[src/design/mips_pkg.sv]
package mips_pkg;

    localparam int data_width     = 32;                 // Word width
    localparam int reg_addr_width = 5;                  // 32 architectural registers

    // Primary opcode, bits 31:26
    typedef enum logic [5:0] {
        op_rtype = 6'h00,
        op_j     = 6'h02,
        op_beq   = 6'h04,
        op_addi  = 6'h08,
        op_lw    = 6'h23,
        op_sw    = 6'h2b
    } opcode_e;

    // R-type function field, bits 5:0
    typedef enum logic [5:0] {
        fn_add = 6'h20,
        fn_sub = 6'h22,
        fn_and = 6'h24,
        fn_or  = 6'h25,
        fn_slt = 6'h2a
    } funct_e;

    typedef enum logic [2:0] {
        alu_add,
        alu_sub,
        alu_and,
        alu_or,
        alu_slt                                         // Signed compare
    } alu_op_e;

    typedef enum logic [1:0] {
        pc_plus4,                                       // Sequential
        pc_branch,                                      // Taken beq from decode
        pc_jump                                         // j seen in fetch
    } sel_pc_e;

    typedef enum logic {
        res_alu,
        res_mem                                         // Load data
    } sel_result_e;

    typedef enum logic [1:0] {
        fwd_none,                                       // Register file value
        fwd_mem,                                        // ALU result in memory stage
        fwd_wb                                          // Result in writeback stage
    } sel_fwd_e;

endpackage
[src/design/mips_core.sv]
`timescale 1ns/1ps

module mips_core (
    input  logic                                clock,
    input  logic                                arst_n,
    input  logic [mips_pkg::data_width-1:0]     instruction,
    output logic [mips_pkg::data_width-1:0]     pc,
    input  logic [mips_pkg::data_width-1:0]     dmem_rd,
    output logic                                dmem_we,
    output logic [mips_pkg::data_width-1:0]     alu_out,
    output logic [mips_pkg::data_width-1:0]     dmem_wd,
    input  logic [mips_pkg::reg_addr_width-1:0] dbg_ra,
    output logic [mips_pkg::data_width-1:0]     dbg_rd
);

    logic [mips_pkg::data_width-1:0] d_instruction;     // Decode-stage word to the decoder
    mips_pkg::alu_op_e               d_alu_op;
    mips_pkg::sel_result_e           d_sel_result;
    logic                            d_alu_src_imm, d_rf_we, d_sel_wa_rd;
    logic                            d_dmem_we, d_is_beq, d_is_j;

    control_unit u_control_unit (
        .d_instruction (d_instruction),
        .alu_op        (d_alu_op),
        .alu_src_imm   (d_alu_src_imm),
        .rf_we         (d_rf_we),
        .sel_wa_rd     (d_sel_wa_rd),
        .sel_result    (d_sel_result),
        .dmem_we       (d_dmem_we),
        .is_beq        (d_is_beq),
        .is_j          (d_is_j)
    );

    datapath u_datapath (
        .clock         (clock),
        .arst_n        (arst_n),
        .instruction   (instruction),
        .dmem_rd       (dmem_rd),
        .pc            (pc),
        .alu_out       (alu_out),
        .dmem_wd       (dmem_wd),
        .dmem_we       (dmem_we),
        .d_instruction (d_instruction),
        .d_alu_op      (d_alu_op),
        .d_alu_src_imm (d_alu_src_imm),
        .d_rf_we       (d_rf_we),
        .d_sel_wa_rd   (d_sel_wa_rd),
        .d_sel_result  (d_sel_result),
        .d_dmem_we     (d_dmem_we),
        .d_is_beq      (d_is_beq),
        .d_is_j        (d_is_j),
        .dbg_ra        (dbg_ra),
        .dbg_rd        (dbg_rd)
    );

endmodule

[src/design/datapath.sv]
`timescale 1ns/1ps

module datapath (
    input  logic                                clock,
    input  logic                                arst_n,
    input  logic [mips_pkg::data_width-1:0]     instruction,
    input  logic [mips_pkg::data_width-1:0]     dmem_rd,
    output logic [mips_pkg::data_width-1:0]     pc,
    output logic [mips_pkg::data_width-1:0]     alu_out,
    output logic [mips_pkg::data_width-1:0]     dmem_wd,
    output logic                                dmem_we,
    output logic [mips_pkg::data_width-1:0]     d_instruction,  // Control unit decodes this
    input  mips_pkg::alu_op_e                   d_alu_op,
    input  logic                                d_alu_src_imm,
    input  logic                                d_rf_we,
    input  logic                                d_sel_wa_rd,
    input  mips_pkg::sel_result_e               d_sel_result,
    input  logic                                d_dmem_we,
    input  logic                                d_is_beq,
    input  logic                                d_is_j,
    input  logic [mips_pkg::reg_addr_width-1:0] dbg_ra,
    output logic [mips_pkg::data_width-1:0]     dbg_rd
);

    logic [mips_pkg::data_width-1:0]     f_pc, f_pc_plus4, f_jump_target, f_pc_next;
    logic                                f_is_j;
    mips_pkg::sel_pc_e                   sel_pc;
    logic [mips_pkg::data_width-1:0]     d_pc_plus4, d_imm, d_rd0, d_rd1;
    logic [mips_pkg::data_width-1:0]     d_cmp_a, d_cmp_b, d_branch_target;
    logic [mips_pkg::reg_addr_width-1:0] d_rs, d_rt, d_rd, d_wa;
    logic                                d_taken;
    mips_pkg::alu_op_e                   e_alu_op;
    mips_pkg::sel_result_e               e_sel_result;
    logic                                e_alu_src_imm, e_rf_we, e_dmem_we, e_is_load, e_bubble;
    logic [mips_pkg::reg_addr_width-1:0] e_rs, e_rt, e_wa;
    logic [mips_pkg::data_width-1:0]     e_rd0, e_rd1, e_imm, e_a, e_b_reg, e_b, e_y;
    mips_pkg::sel_result_e               m_sel_result;
    logic                                m_rf_we, m_is_load;
    logic [mips_pkg::reg_addr_width-1:0] m_wa;
    logic [mips_pkg::data_width-1:0]     m_alu_out;
    mips_pkg::sel_result_e               w_sel_result;
    logic                                w_rf_we;
    logic [mips_pkg::reg_addr_width-1:0] w_wa;
    logic [mips_pkg::data_width-1:0]     w_alu_out, w_dmem_rd, w_result;
    mips_pkg::sel_fwd_e                  fwd_a, fwd_b;
    logic                                stall, flush_e;

    function automatic logic [mips_pkg::data_width-1:0] fwd_mux(
        input mips_pkg::sel_fwd_e              sel,
        input logic [mips_pkg::data_width-1:0] rf_val,
        input logic [mips_pkg::data_width-1:0] mem_val,
        input logic [mips_pkg::data_width-1:0] wb_val
    );
        case (sel)
            mips_pkg::fwd_mem: return mem_val;
            mips_pkg::fwd_wb:  return wb_val;
            default:           return rf_val;
        endcase
    endfunction

    hazard_controller u_hazard_controller (
        .d_rs (d_rs), .d_rt (d_rt), .d_is_beq (d_is_beq),
        .e_rs (e_rs), .e_rt (e_rt), .e_wa (e_wa), .e_rf_we (e_rf_we), .e_is_load (e_is_load),
        .m_wa (m_wa), .m_rf_we (m_rf_we), .m_is_load (m_is_load),
        .w_wa (w_wa), .w_rf_we (w_rf_we),
        .fwd_a (fwd_a), .fwd_b (fwd_b), .stall (stall), .flush_e (flush_e)
    );

    ////////////////////////////////////////////////////////////////////////////
    // Fetch
    ////////////////////////////////////////////////////////////////////////////

    assign f_pc_plus4    = f_pc + 32'd4;
    assign f_is_j        = mips_pkg::opcode_e'(instruction[31:26]) == mips_pkg::op_j;
    assign f_jump_target = {f_pc_plus4[31:28], instruction[25:0], 2'b00};

    always_comb begin
        if (d_taken) sel_pc = mips_pkg::pc_branch;      // Older instruction wins
        else if (f_is_j) sel_pc = mips_pkg::pc_jump;
        else sel_pc = mips_pkg::pc_plus4;
        case (sel_pc)
            mips_pkg::pc_branch: f_pc_next = d_branch_target;
            mips_pkg::pc_jump:   f_pc_next = f_jump_target;
            default:             f_pc_next = f_pc_plus4;
        endcase
    end

    always_ff @(posedge clock or negedge arst_n) begin
        if (!arst_n) f_pc <= '0;
        else if (!stall) f_pc <= f_pc_next;             // Held on any stall
    end

    assign pc = f_pc;

    ////////////////////////////////////////////////////////////////////////////
    // Decode
    ////////////////////////////////////////////////////////////////////////////

    always_ff @(posedge clock or negedge arst_n) begin
        if (!arst_n) d_instruction <= '0;               // All-zero word decodes as bubble
        else if (d_taken) d_instruction <= '0;          // Squash fall-through
        else if (!stall) d_instruction <= instruction;
    end

    always_ff @(posedge clock) begin
        if (!stall) d_pc_plus4 <= f_pc_plus4;
    end

    assign d_rs  = d_instruction[25:21];
    assign d_rt  = d_instruction[20:16];
    assign d_rd  = d_instruction[15:11];
    assign d_wa  = d_sel_wa_rd ? d_rd : d_rt;           // R-type vs I-type dest
    assign d_imm = {{16{d_instruction[15]}}, d_instruction[15:0]};

    regfile u_regfile (
        .clock (clock), .arst_n (arst_n),
        .we    (w_rf_we), .wa (w_wa), .wd (w_result),
        .ra0   (d_rs), .ra1 (d_rt), .ra2 (dbg_ra),
        .rd0   (d_rd0), .rd1 (d_rd1), .rd2 (dbg_rd)
    );

    // Memory-stage ALU result feeds the compare; writeback comes through the regfile
    assign d_cmp_a = (m_rf_we && d_rs != '0 && m_wa == d_rs) ? m_alu_out : d_rd0;
    assign d_cmp_b = (m_rf_we && d_rt != '0 && m_wa == d_rt) ? m_alu_out : d_rd1;
    assign d_taken = d_is_beq && !stall && (d_cmp_a == d_cmp_b);
    assign d_branch_target = d_pc_plus4 + {d_imm[29:0], 2'b00};

    ////////////////////////////////////////////////////////////////////////////
    // Execute
    ////////////////////////////////////////////////////////////////////////////

    assign e_bubble = flush_e || d_is_j;                // j already redirected in fetch

    always_ff @(posedge clock or negedge arst_n) begin
        if (!arst_n) begin
            e_rf_we      <= 1'b0;
            e_dmem_we    <= 1'b0;
            e_sel_result <= mips_pkg::res_alu;
        end else begin
            e_rf_we      <= d_rf_we && !e_bubble;
            e_dmem_we    <= d_dmem_we && !e_bubble;
            e_sel_result <= e_bubble ? mips_pkg::res_alu : d_sel_result;
        end
    end

    always_ff @(posedge clock) begin
        e_alu_op      <= d_alu_op;
        e_alu_src_imm <= d_alu_src_imm;
        e_rs          <= d_rs;
        e_rt          <= d_rt;
        e_wa          <= d_wa;
        e_rd0         <= d_rd0;
        e_rd1         <= d_rd1;
        e_imm         <= d_imm;
    end

    assign e_is_load = e_sel_result == mips_pkg::res_mem;
    assign e_a       = fwd_mux(fwd_a, e_rd0, m_alu_out, w_result);
    assign e_b_reg   = fwd_mux(fwd_b, e_rd1, m_alu_out, w_result);  // Also store data
    assign e_b       = e_alu_src_imm ? e_imm : e_b_reg;

    alu u_alu (.a (e_a), .b (e_b), .op (e_alu_op), .y (e_y), .zero ());

    ////////////////////////////////////////////////////////////////////////////
    // Memory
    ////////////////////////////////////////////////////////////////////////////

    always_ff @(posedge clock or negedge arst_n) begin
        if (!arst_n) begin
            m_rf_we      <= 1'b0;
            dmem_we      <= 1'b0;
            m_sel_result <= mips_pkg::res_alu;
        end else begin
            m_rf_we      <= e_rf_we;
            dmem_we      <= e_dmem_we;
            m_sel_result <= e_sel_result;
        end
    end

    always_ff @(posedge clock) begin
        m_alu_out <= e_y;
        dmem_wd   <= e_b_reg;
        m_wa      <= e_wa;
    end

    assign m_is_load = m_sel_result == mips_pkg::res_mem;
    assign alu_out   = m_alu_out;                       // Data memory address

    ////////////////////////////////////////////////////////////////////////////
    // Writeback
    ////////////////////////////////////////////////////////////////////////////

    always_ff @(posedge clock or negedge arst_n) begin
        if (!arst_n) begin
            w_rf_we      <= 1'b0;
            w_sel_result <= mips_pkg::res_alu;
        end else begin
            w_rf_we      <= m_rf_we;
            w_sel_result <= m_sel_result;
        end
    end

    always_ff @(posedge clock) begin
        w_alu_out <= m_alu_out;
        w_dmem_rd <= dmem_rd;                           // Async read captured here
        w_wa      <= m_wa;
    end

    assign w_result = (w_sel_result == mips_pkg::res_mem) ? w_dmem_rd : w_alu_out;

endmodule

[src/design/hazard_controller.sv]
`timescale 1ns/1ps

module hazard_controller (
    input  logic [mips_pkg::reg_addr_width-1:0] d_rs,
    input  logic [mips_pkg::reg_addr_width-1:0] d_rt,
    input  logic                                d_is_beq,
    input  logic [mips_pkg::reg_addr_width-1:0] e_rs,
    input  logic [mips_pkg::reg_addr_width-1:0] e_rt,
    input  logic [mips_pkg::reg_addr_width-1:0] e_wa,
    input  logic                                e_rf_we,
    input  logic                                e_is_load,
    input  logic [mips_pkg::reg_addr_width-1:0] m_wa,
    input  logic                                m_rf_we,
    input  logic                                m_is_load,
    input  logic [mips_pkg::reg_addr_width-1:0] w_wa,
    input  logic                                w_rf_we,
    output mips_pkg::sel_fwd_e                  fwd_a,
    output mips_pkg::sel_fwd_e                  fwd_b,
    output logic                                stall,
    output logic                                flush_e
);

    logic e_hits_d;                                     // Execute dest is a decode source
    logic m_hits_d;                                     // Memory dest is a decode source
    logic load_use;
    logic beq_wait;

    function automatic mips_pkg::sel_fwd_e pick_fwd(
        input logic [mips_pkg::reg_addr_width-1:0] src
    );
        if (src == '0) return mips_pkg::fwd_none;       // r0 never forwarded
        if (m_rf_we && m_wa == src) return mips_pkg::fwd_mem;   // Newest value wins
        if (w_rf_we && w_wa == src) return mips_pkg::fwd_wb;
        return mips_pkg::fwd_none;
    endfunction

    always_comb begin
        fwd_a = pick_fwd(e_rs);
        fwd_b = pick_fwd(e_rt);
    end

    assign e_hits_d = (e_wa != '0) && (e_wa == d_rs || e_wa == d_rt);
    assign m_hits_d = (m_wa != '0) && (m_wa == d_rs || m_wa == d_rt);

    assign load_use = e_is_load && e_hits_d;            // Data only ready after memory
    // Compare in decode needs final values; memory ALU results are forwarded there
    assign beq_wait = d_is_beq && ((e_rf_we && e_hits_d) || (m_is_load && m_hits_d));

    assign stall   = load_use || beq_wait;              // Hold fetch and decode
    assign flush_e = stall;                             // Bubble into execute

endmodule

[src/design/control_unit.sv]
`timescale 1ns/1ps

module control_unit (
    input  logic [mips_pkg::data_width-1:0] d_instruction,
    output mips_pkg::alu_op_e               alu_op,
    output logic                            alu_src_imm,
    output logic                            rf_we,
    output logic                            sel_wa_rd,
    output mips_pkg::sel_result_e           sel_result,
    output logic                            dmem_we,
    output logic                            is_beq,
    output logic                            is_j
);

    mips_pkg::opcode_e opcode;
    mips_pkg::funct_e  funct;

    assign opcode = mips_pkg::opcode_e'(d_instruction[31:26]);
    assign funct  = mips_pkg::funct_e'(d_instruction[5:0]);

    always_comb begin
        // Defaults form a bubble
        alu_op      = mips_pkg::alu_add;
        alu_src_imm = 1'b0;
        rf_we       = 1'b0;
        sel_wa_rd   = 1'b0;
        sel_result  = mips_pkg::res_alu;
        dmem_we     = 1'b0;
        is_beq      = 1'b0;
        is_j        = 1'b0;

        case (opcode)
            mips_pkg::op_rtype: begin
                rf_we     = 1'b1;
                sel_wa_rd = 1'b1;                       // Destination in rd
                case (funct)
                    mips_pkg::fn_add: alu_op = mips_pkg::alu_add;
                    mips_pkg::fn_sub: alu_op = mips_pkg::alu_sub;
                    mips_pkg::fn_and: alu_op = mips_pkg::alu_and;
                    mips_pkg::fn_or:  alu_op = mips_pkg::alu_or;
                    mips_pkg::fn_slt: alu_op = mips_pkg::alu_slt;
                    default:          rf_we  = 1'b0;    // Unknown funct, also all-zero word
                endcase
            end
            mips_pkg::op_addi: begin
                rf_we       = 1'b1;
                alu_src_imm = 1'b1;
            end
            mips_pkg::op_lw: begin
                rf_we       = 1'b1;
                alu_src_imm = 1'b1;                     // Address is base + offset
                sel_result  = mips_pkg::res_mem;
            end
            mips_pkg::op_sw: begin
                dmem_we     = 1'b1;
                alu_src_imm = 1'b1;
            end
            mips_pkg::op_beq: is_beq = 1'b1;            // Compare done in datapath
            mips_pkg::op_j:   is_j   = 1'b1;
            default: ;                                  // Unknown opcode stays a bubble
        endcase
    end

endmodule

[src/design/regfile.sv]
`timescale 1ns/1ps

module regfile (
    input  logic                                clock,
    input  logic                                arst_n,
    input  logic                                we,
    input  logic [mips_pkg::reg_addr_width-1:0] wa,
    input  logic [mips_pkg::data_width-1:0]     wd,
    input  logic [mips_pkg::reg_addr_width-1:0] ra0,
    input  logic [mips_pkg::reg_addr_width-1:0] ra1,
    input  logic [mips_pkg::reg_addr_width-1:0] ra2,
    output logic [mips_pkg::data_width-1:0]     rd0,
    output logic [mips_pkg::data_width-1:0]     rd1,
    output logic [mips_pkg::data_width-1:0]     rd2
);

    logic [mips_pkg::data_width-1:0] regs [31:1];       // r0 has no storage

    function automatic logic [mips_pkg::data_width-1:0] read_port(
        input logic [mips_pkg::reg_addr_width-1:0] ra
    );
        if (ra == '0) return '0;                        // r0 reads zero
        if (we && wa == ra) return wd;                  // Write-through to decode
        return regs[ra];
    endfunction

    always_ff @(posedge clock or negedge arst_n) begin
        if (!arst_n) begin
            for (int i = 1; i < 32; i++) begin
                regs[i] <= '0;
            end
        end else if (we && wa != '0) begin              // Writes to r0 dropped
            regs[wa] <= wd;
        end
    end

    always_comb begin
        rd0 = read_port(ra0);                           // rs
        rd1 = read_port(ra1);                           // rt
        rd2 = read_port(ra2);                           // Debug
    end

endmodule

[src/design/alu.sv]
`timescale 1ns/1ps

module alu (
    input  logic [mips_pkg::data_width-1:0] a,
    input  logic [mips_pkg::data_width-1:0] b,
    input  mips_pkg::alu_op_e               op,
    output logic [mips_pkg::data_width-1:0] y,
    output logic                            zero
);

    logic slt_bit;                                      // Signed a < b

    assign slt_bit = $signed(a) < $signed(b);

    always_comb begin
        case (op)
            mips_pkg::alu_add: y = a + b;
            mips_pkg::alu_sub: y = a - b;
            mips_pkg::alu_and: y = a & b;
            mips_pkg::alu_or:  y = a | b;
            mips_pkg::alu_slt: y = {{(mips_pkg::data_width-1){1'b0}}, slt_bit};
            default:           y = '0;                  // Unused encodings
        endcase
    end

    assign zero = (y == '0);                            // Visible in waves only

endmodule

[config.mk]
export PLATFORM = sky130hd
export DESIGN_NAME = mips_core
export DESIGN_NICKNAME = d
export VERILOG_FILES = /design/src/design/mips_pkg.sv /design/src/design/mips_core.sv /design/src/design/datapath.sv /design/src/design/hazard_controller.sv /design/src/design/control_unit.sv /design/src/design/regfile.sv /design/src/design/alu.sv
export SDC_FILE = /design/constraint.sdc
export NUM_CORES = 2
export LEC_CHECK = 0
export BUFFER_PORTS_ARGS = -buffer_cell sky130_fd_sc_hd__buf_2
export CORE_MARGIN = 2
export CORE_UTILIZATION = 41
export DETAILED_ROUTE_END_ITERATION = 10
export PLACE_DENSITY = 0.6
export SYNTH_ARGS = -nofsm -noshare
export SYNTH_HDL_FRONTEND = slang
export SYNTH_SLANG_ARGS = --single-unit
[constraint.sdc]
create_clock -name clock -period 12.65 [get_ports clock]
set_input_delay 2.53 -clock clock [delete_from_list [all_inputs] [get_ports clock]]
set_output_delay 2.53 -clock clock [all_outputs]
set_load 0.01 [all_outputs]
==> results.yml <==
routing:
  first_iter_violations: 9525
  wl_per_cell_um: 31.6
  m1WireLength_um: 121000
  routed_wl_um: 336000
  wl_met3_um: 42400
  wl_met2_um: 146000
  drt-pass1-iter-count: 8
  antenna_left: 0
  drc: 0
  vias: 69800
  dr.max_layer_used: "met5"
  viasPerCell: 6.55
yosys:
  synthFlopType: "dfrtp_1"
  yosysMostFrequentCell: "dfrtp_1"
  yosysTopAreaCell: "dfrtp_1"
  synth_area_mm2: 0.0813
  synth_area_per_cell_um2: 10.1
  synth_commonest_cells: "dfrtp_1 (1064), nor2_1 (939), nand2_1 (779)"
  async_flop_share_pct: 79.8
  yosysSeqAreaShare_pct: 39.8
  synth-edff-count: 32
  synth_nets: 8291
  yosysUniqueCellTypes: 101
  ys_seq_elements: 1333
  synth_top_area_share_pct: 32.7
  postSynthCellCount: 8087
  synth_area_leaders: "dfrtp_1 (33%), mux4_2 (16%), dfxtp_1 (5.8%)"
  yosysWarningCount: 0
final_layout:
  fin_nets: 8090
  areaGrowthSynthToFinish_pct: 10.3
  fillers: 18400
  drive_gt1_share_pct: 19.7
  multi_input_area_mm2: 0.0454
  regArea_mm2: 0.0324
setup_path:
  r2r-start: "u_datapath.d_instruction[16]"
  reg2reg_depth: 15
  reg2reg_to: "u_datapath.pc[18]"
  critical_path_class: "in -> out"
  crit_fanout: 85
  endpoint_kind: "primary output"
  worst_ep_required_time_ns: 10.12
  startpoint_type: "input port"
  worstPathArrival_ns: 6.79
  r2r_slack_ns: 5.34
sta:
  min_period_ns: 9.32
  worst_pin_slew_ns: 1.40
  hold_viol: 0
  slew_viol_final: 0
  setup_tns_ns: 0
  fin_crit_sh_pct: 73.6
  setup_viol: 0
  finalClockSkew_ns: 0.0411
  rsz0062_at_grt: "no"
  max_freq_ghz: 0.107
  finalWorstSetupSlack_ns: 3.33
  relSlewSlack_pct: 5.72
hold_path:
  hold_start: "u_datapath.e_dmem_we"
  min_path_type: "reg -> reg"
  hold_path_depth: 0
  hold_end: "u_datapath.dmem_we"
grt:
  grt_pass1_vias: 67100
  grt_pass1_wl_um: 486000
  grt_start_max_net_pins: 170
  grt_use_total_pct: 32.7
  antenna_found_initial: 30
  grt-ovfl-total: 0
clock_tree:
  clkTransAtPathRegs_ns: 0.07
  numCtsBuffers: 151
  cts.sinks: 1333
  clockBufferDepth: 3
  htree_levels: 4
  insertion_delay_ns: 0.86
  cts_root_buffer: "clkbuf_16"
  cts_tree: "built"
  holdBufCountCts: 0
  post_cts_resize_count: 0
  cts_setup_buffers: 0
power:
  peakVddDrop_uv: 168
  p_leak_nw: 37.8
  p_per_area_mw_per_mm2: 139
placed_design:
  gp_congestion: 0.985
  numPortBuffers: 199
  hpwlAfterDp_um: 218000
  pre_cts_ws_ns: 3.31
floorplan:
  die-height_um: 449
  core_region_area_mm2: 0.197
  die_x_um: 449
  io-pin-count: 200
  start_util_pct: 41.2
  die_area_mm2: 0.202
  core.rowCount: 163
status:
  outcome: "finished clean"
run:
  drv_cap: 0
metrics by stage:
stage                     power [mW]  util, %  std cells  hold WS [ns]  instance area, um2
after floorplan                 6.59        -       8087         0.326               81300
after global placement          7.64     42.8      10400         0.354               84400
after detailed placement        7.69     42.8      10400         0.352               84400
after CTS                       12.4     45.4      10600         0.352               89600
after global routing            12.8     45.5      10600         0.364               89600
final                           12.5     45.5      10700         0.349               89700
layer usage:
layer,track usage (%),vias up
met1,40.4,34500
met4,22.8,30
li1,-,29300
met2,48.2,4793
met5,0.0947,-
met3,11.0,1194
worst max path at each step:
stage	end	slack (ns)	startpoint
finish	dbg_rd[5]	3.33	dbg_ra[0]
global route	dbg_rd[5]	3.13	dbg_ra[0]
CTS	dbg_rd[5]	3.31	dbg_ra[0]
detailed placement	dbg_rd[5]	3.31	dbg_ra[0]
global placement	dbg_rd[5]	3.37	dbg_ra[0]
floorplan	dbg_rd[16]	4.94	dbg_ra[0]
logic make-up (layout without fill, tap and decap cells):
kind of cell | Yosys count | in the layout | share of synthesized area [%]
compound gates | 2236 | 2236 | 16.4
flops | 1333 | 1333 | 39.8
other cells | 0 | 16 | 0
simple gates | 2187 | 2187 | 11.5
mux | 1134 | 1134 | 23.5
xor+xnor | 147 | 147 | 1.59
buf+inv | 917 | 835 | 5.12
fa+ha+maj | 133 | 133 | 2.07
flip-flops by register name (all words and copies together) (netlist names), 3 cells and up:
name and cells:
u_datapath.alu_out 32, u_datapath.d_instruction 32, u_datapath.d_pc_plus4 32, u_datapath.dmem_wd 32, u_datapath.e_alu_op 3, u_datapath.e_imm 16
u_datapath.e_rd0 32, u_datapath.e_rd1 32, u_datapath.e_rs 5, u_datapath.e_rt 5, u_datapath.e_wa 5, u_datapath.m_wa 5
u_datapath.pc 32, u_datapath.u_regfile.regs 992, u_datapath.w_alu_out 32, u_datapath.w_dmem_rd 32, u_datapath.w_wa 5
cell usage in the layout, fill, tap and decap left out, drive strengths merged, types with 182 or more instances in the layout:
master / Yosys / layout
a21oi: 771 / 771
buf: 236 / 397
clkbuf: 513 / 207
dfrtp: 1064 / 1064
dfxtp: 237 / 237
mux2: 182 / 182
mux2i: 356 / 356
mux4: 596 / 596
nand2: 780 / 780
nor2: 939 / 939
o21ai: 688 / 688
area by class of cell:
type	count	area share (%)
Antenna cell	16	0.0446
Clock buffer	207	4.85
Clock inverter	65	1.00
Inverter	166	0.696
Multi-Input combinational cell	5837	50.6
Sequential cell	1333	36.1
Tap cell	2640	3.68
Timing Repair Buffer	397	3.00
worst max-delay path: stages:
cell	delay (ns)
buf_8	0.51
buf_12	0.54
buf_4	0.66
mux4_2	0.60
mux4_2	0.48
mux2i_1	0.24
nor2_1	0.07
a21oi_1	0.56
nor2_1	0.08
buf_2	0.17
report_power, final:
group	leakage [nW]	internal, mW	switching, mW	total [mW]
clock	2.59	2.80	1.93	4.73
sequential	16.9	4.60	0.421	5.02
combinational	18.3	0.959	1.74	2.70
total	37.8	8.36	4.09	12.5
(Power assumes the default switching activity.)
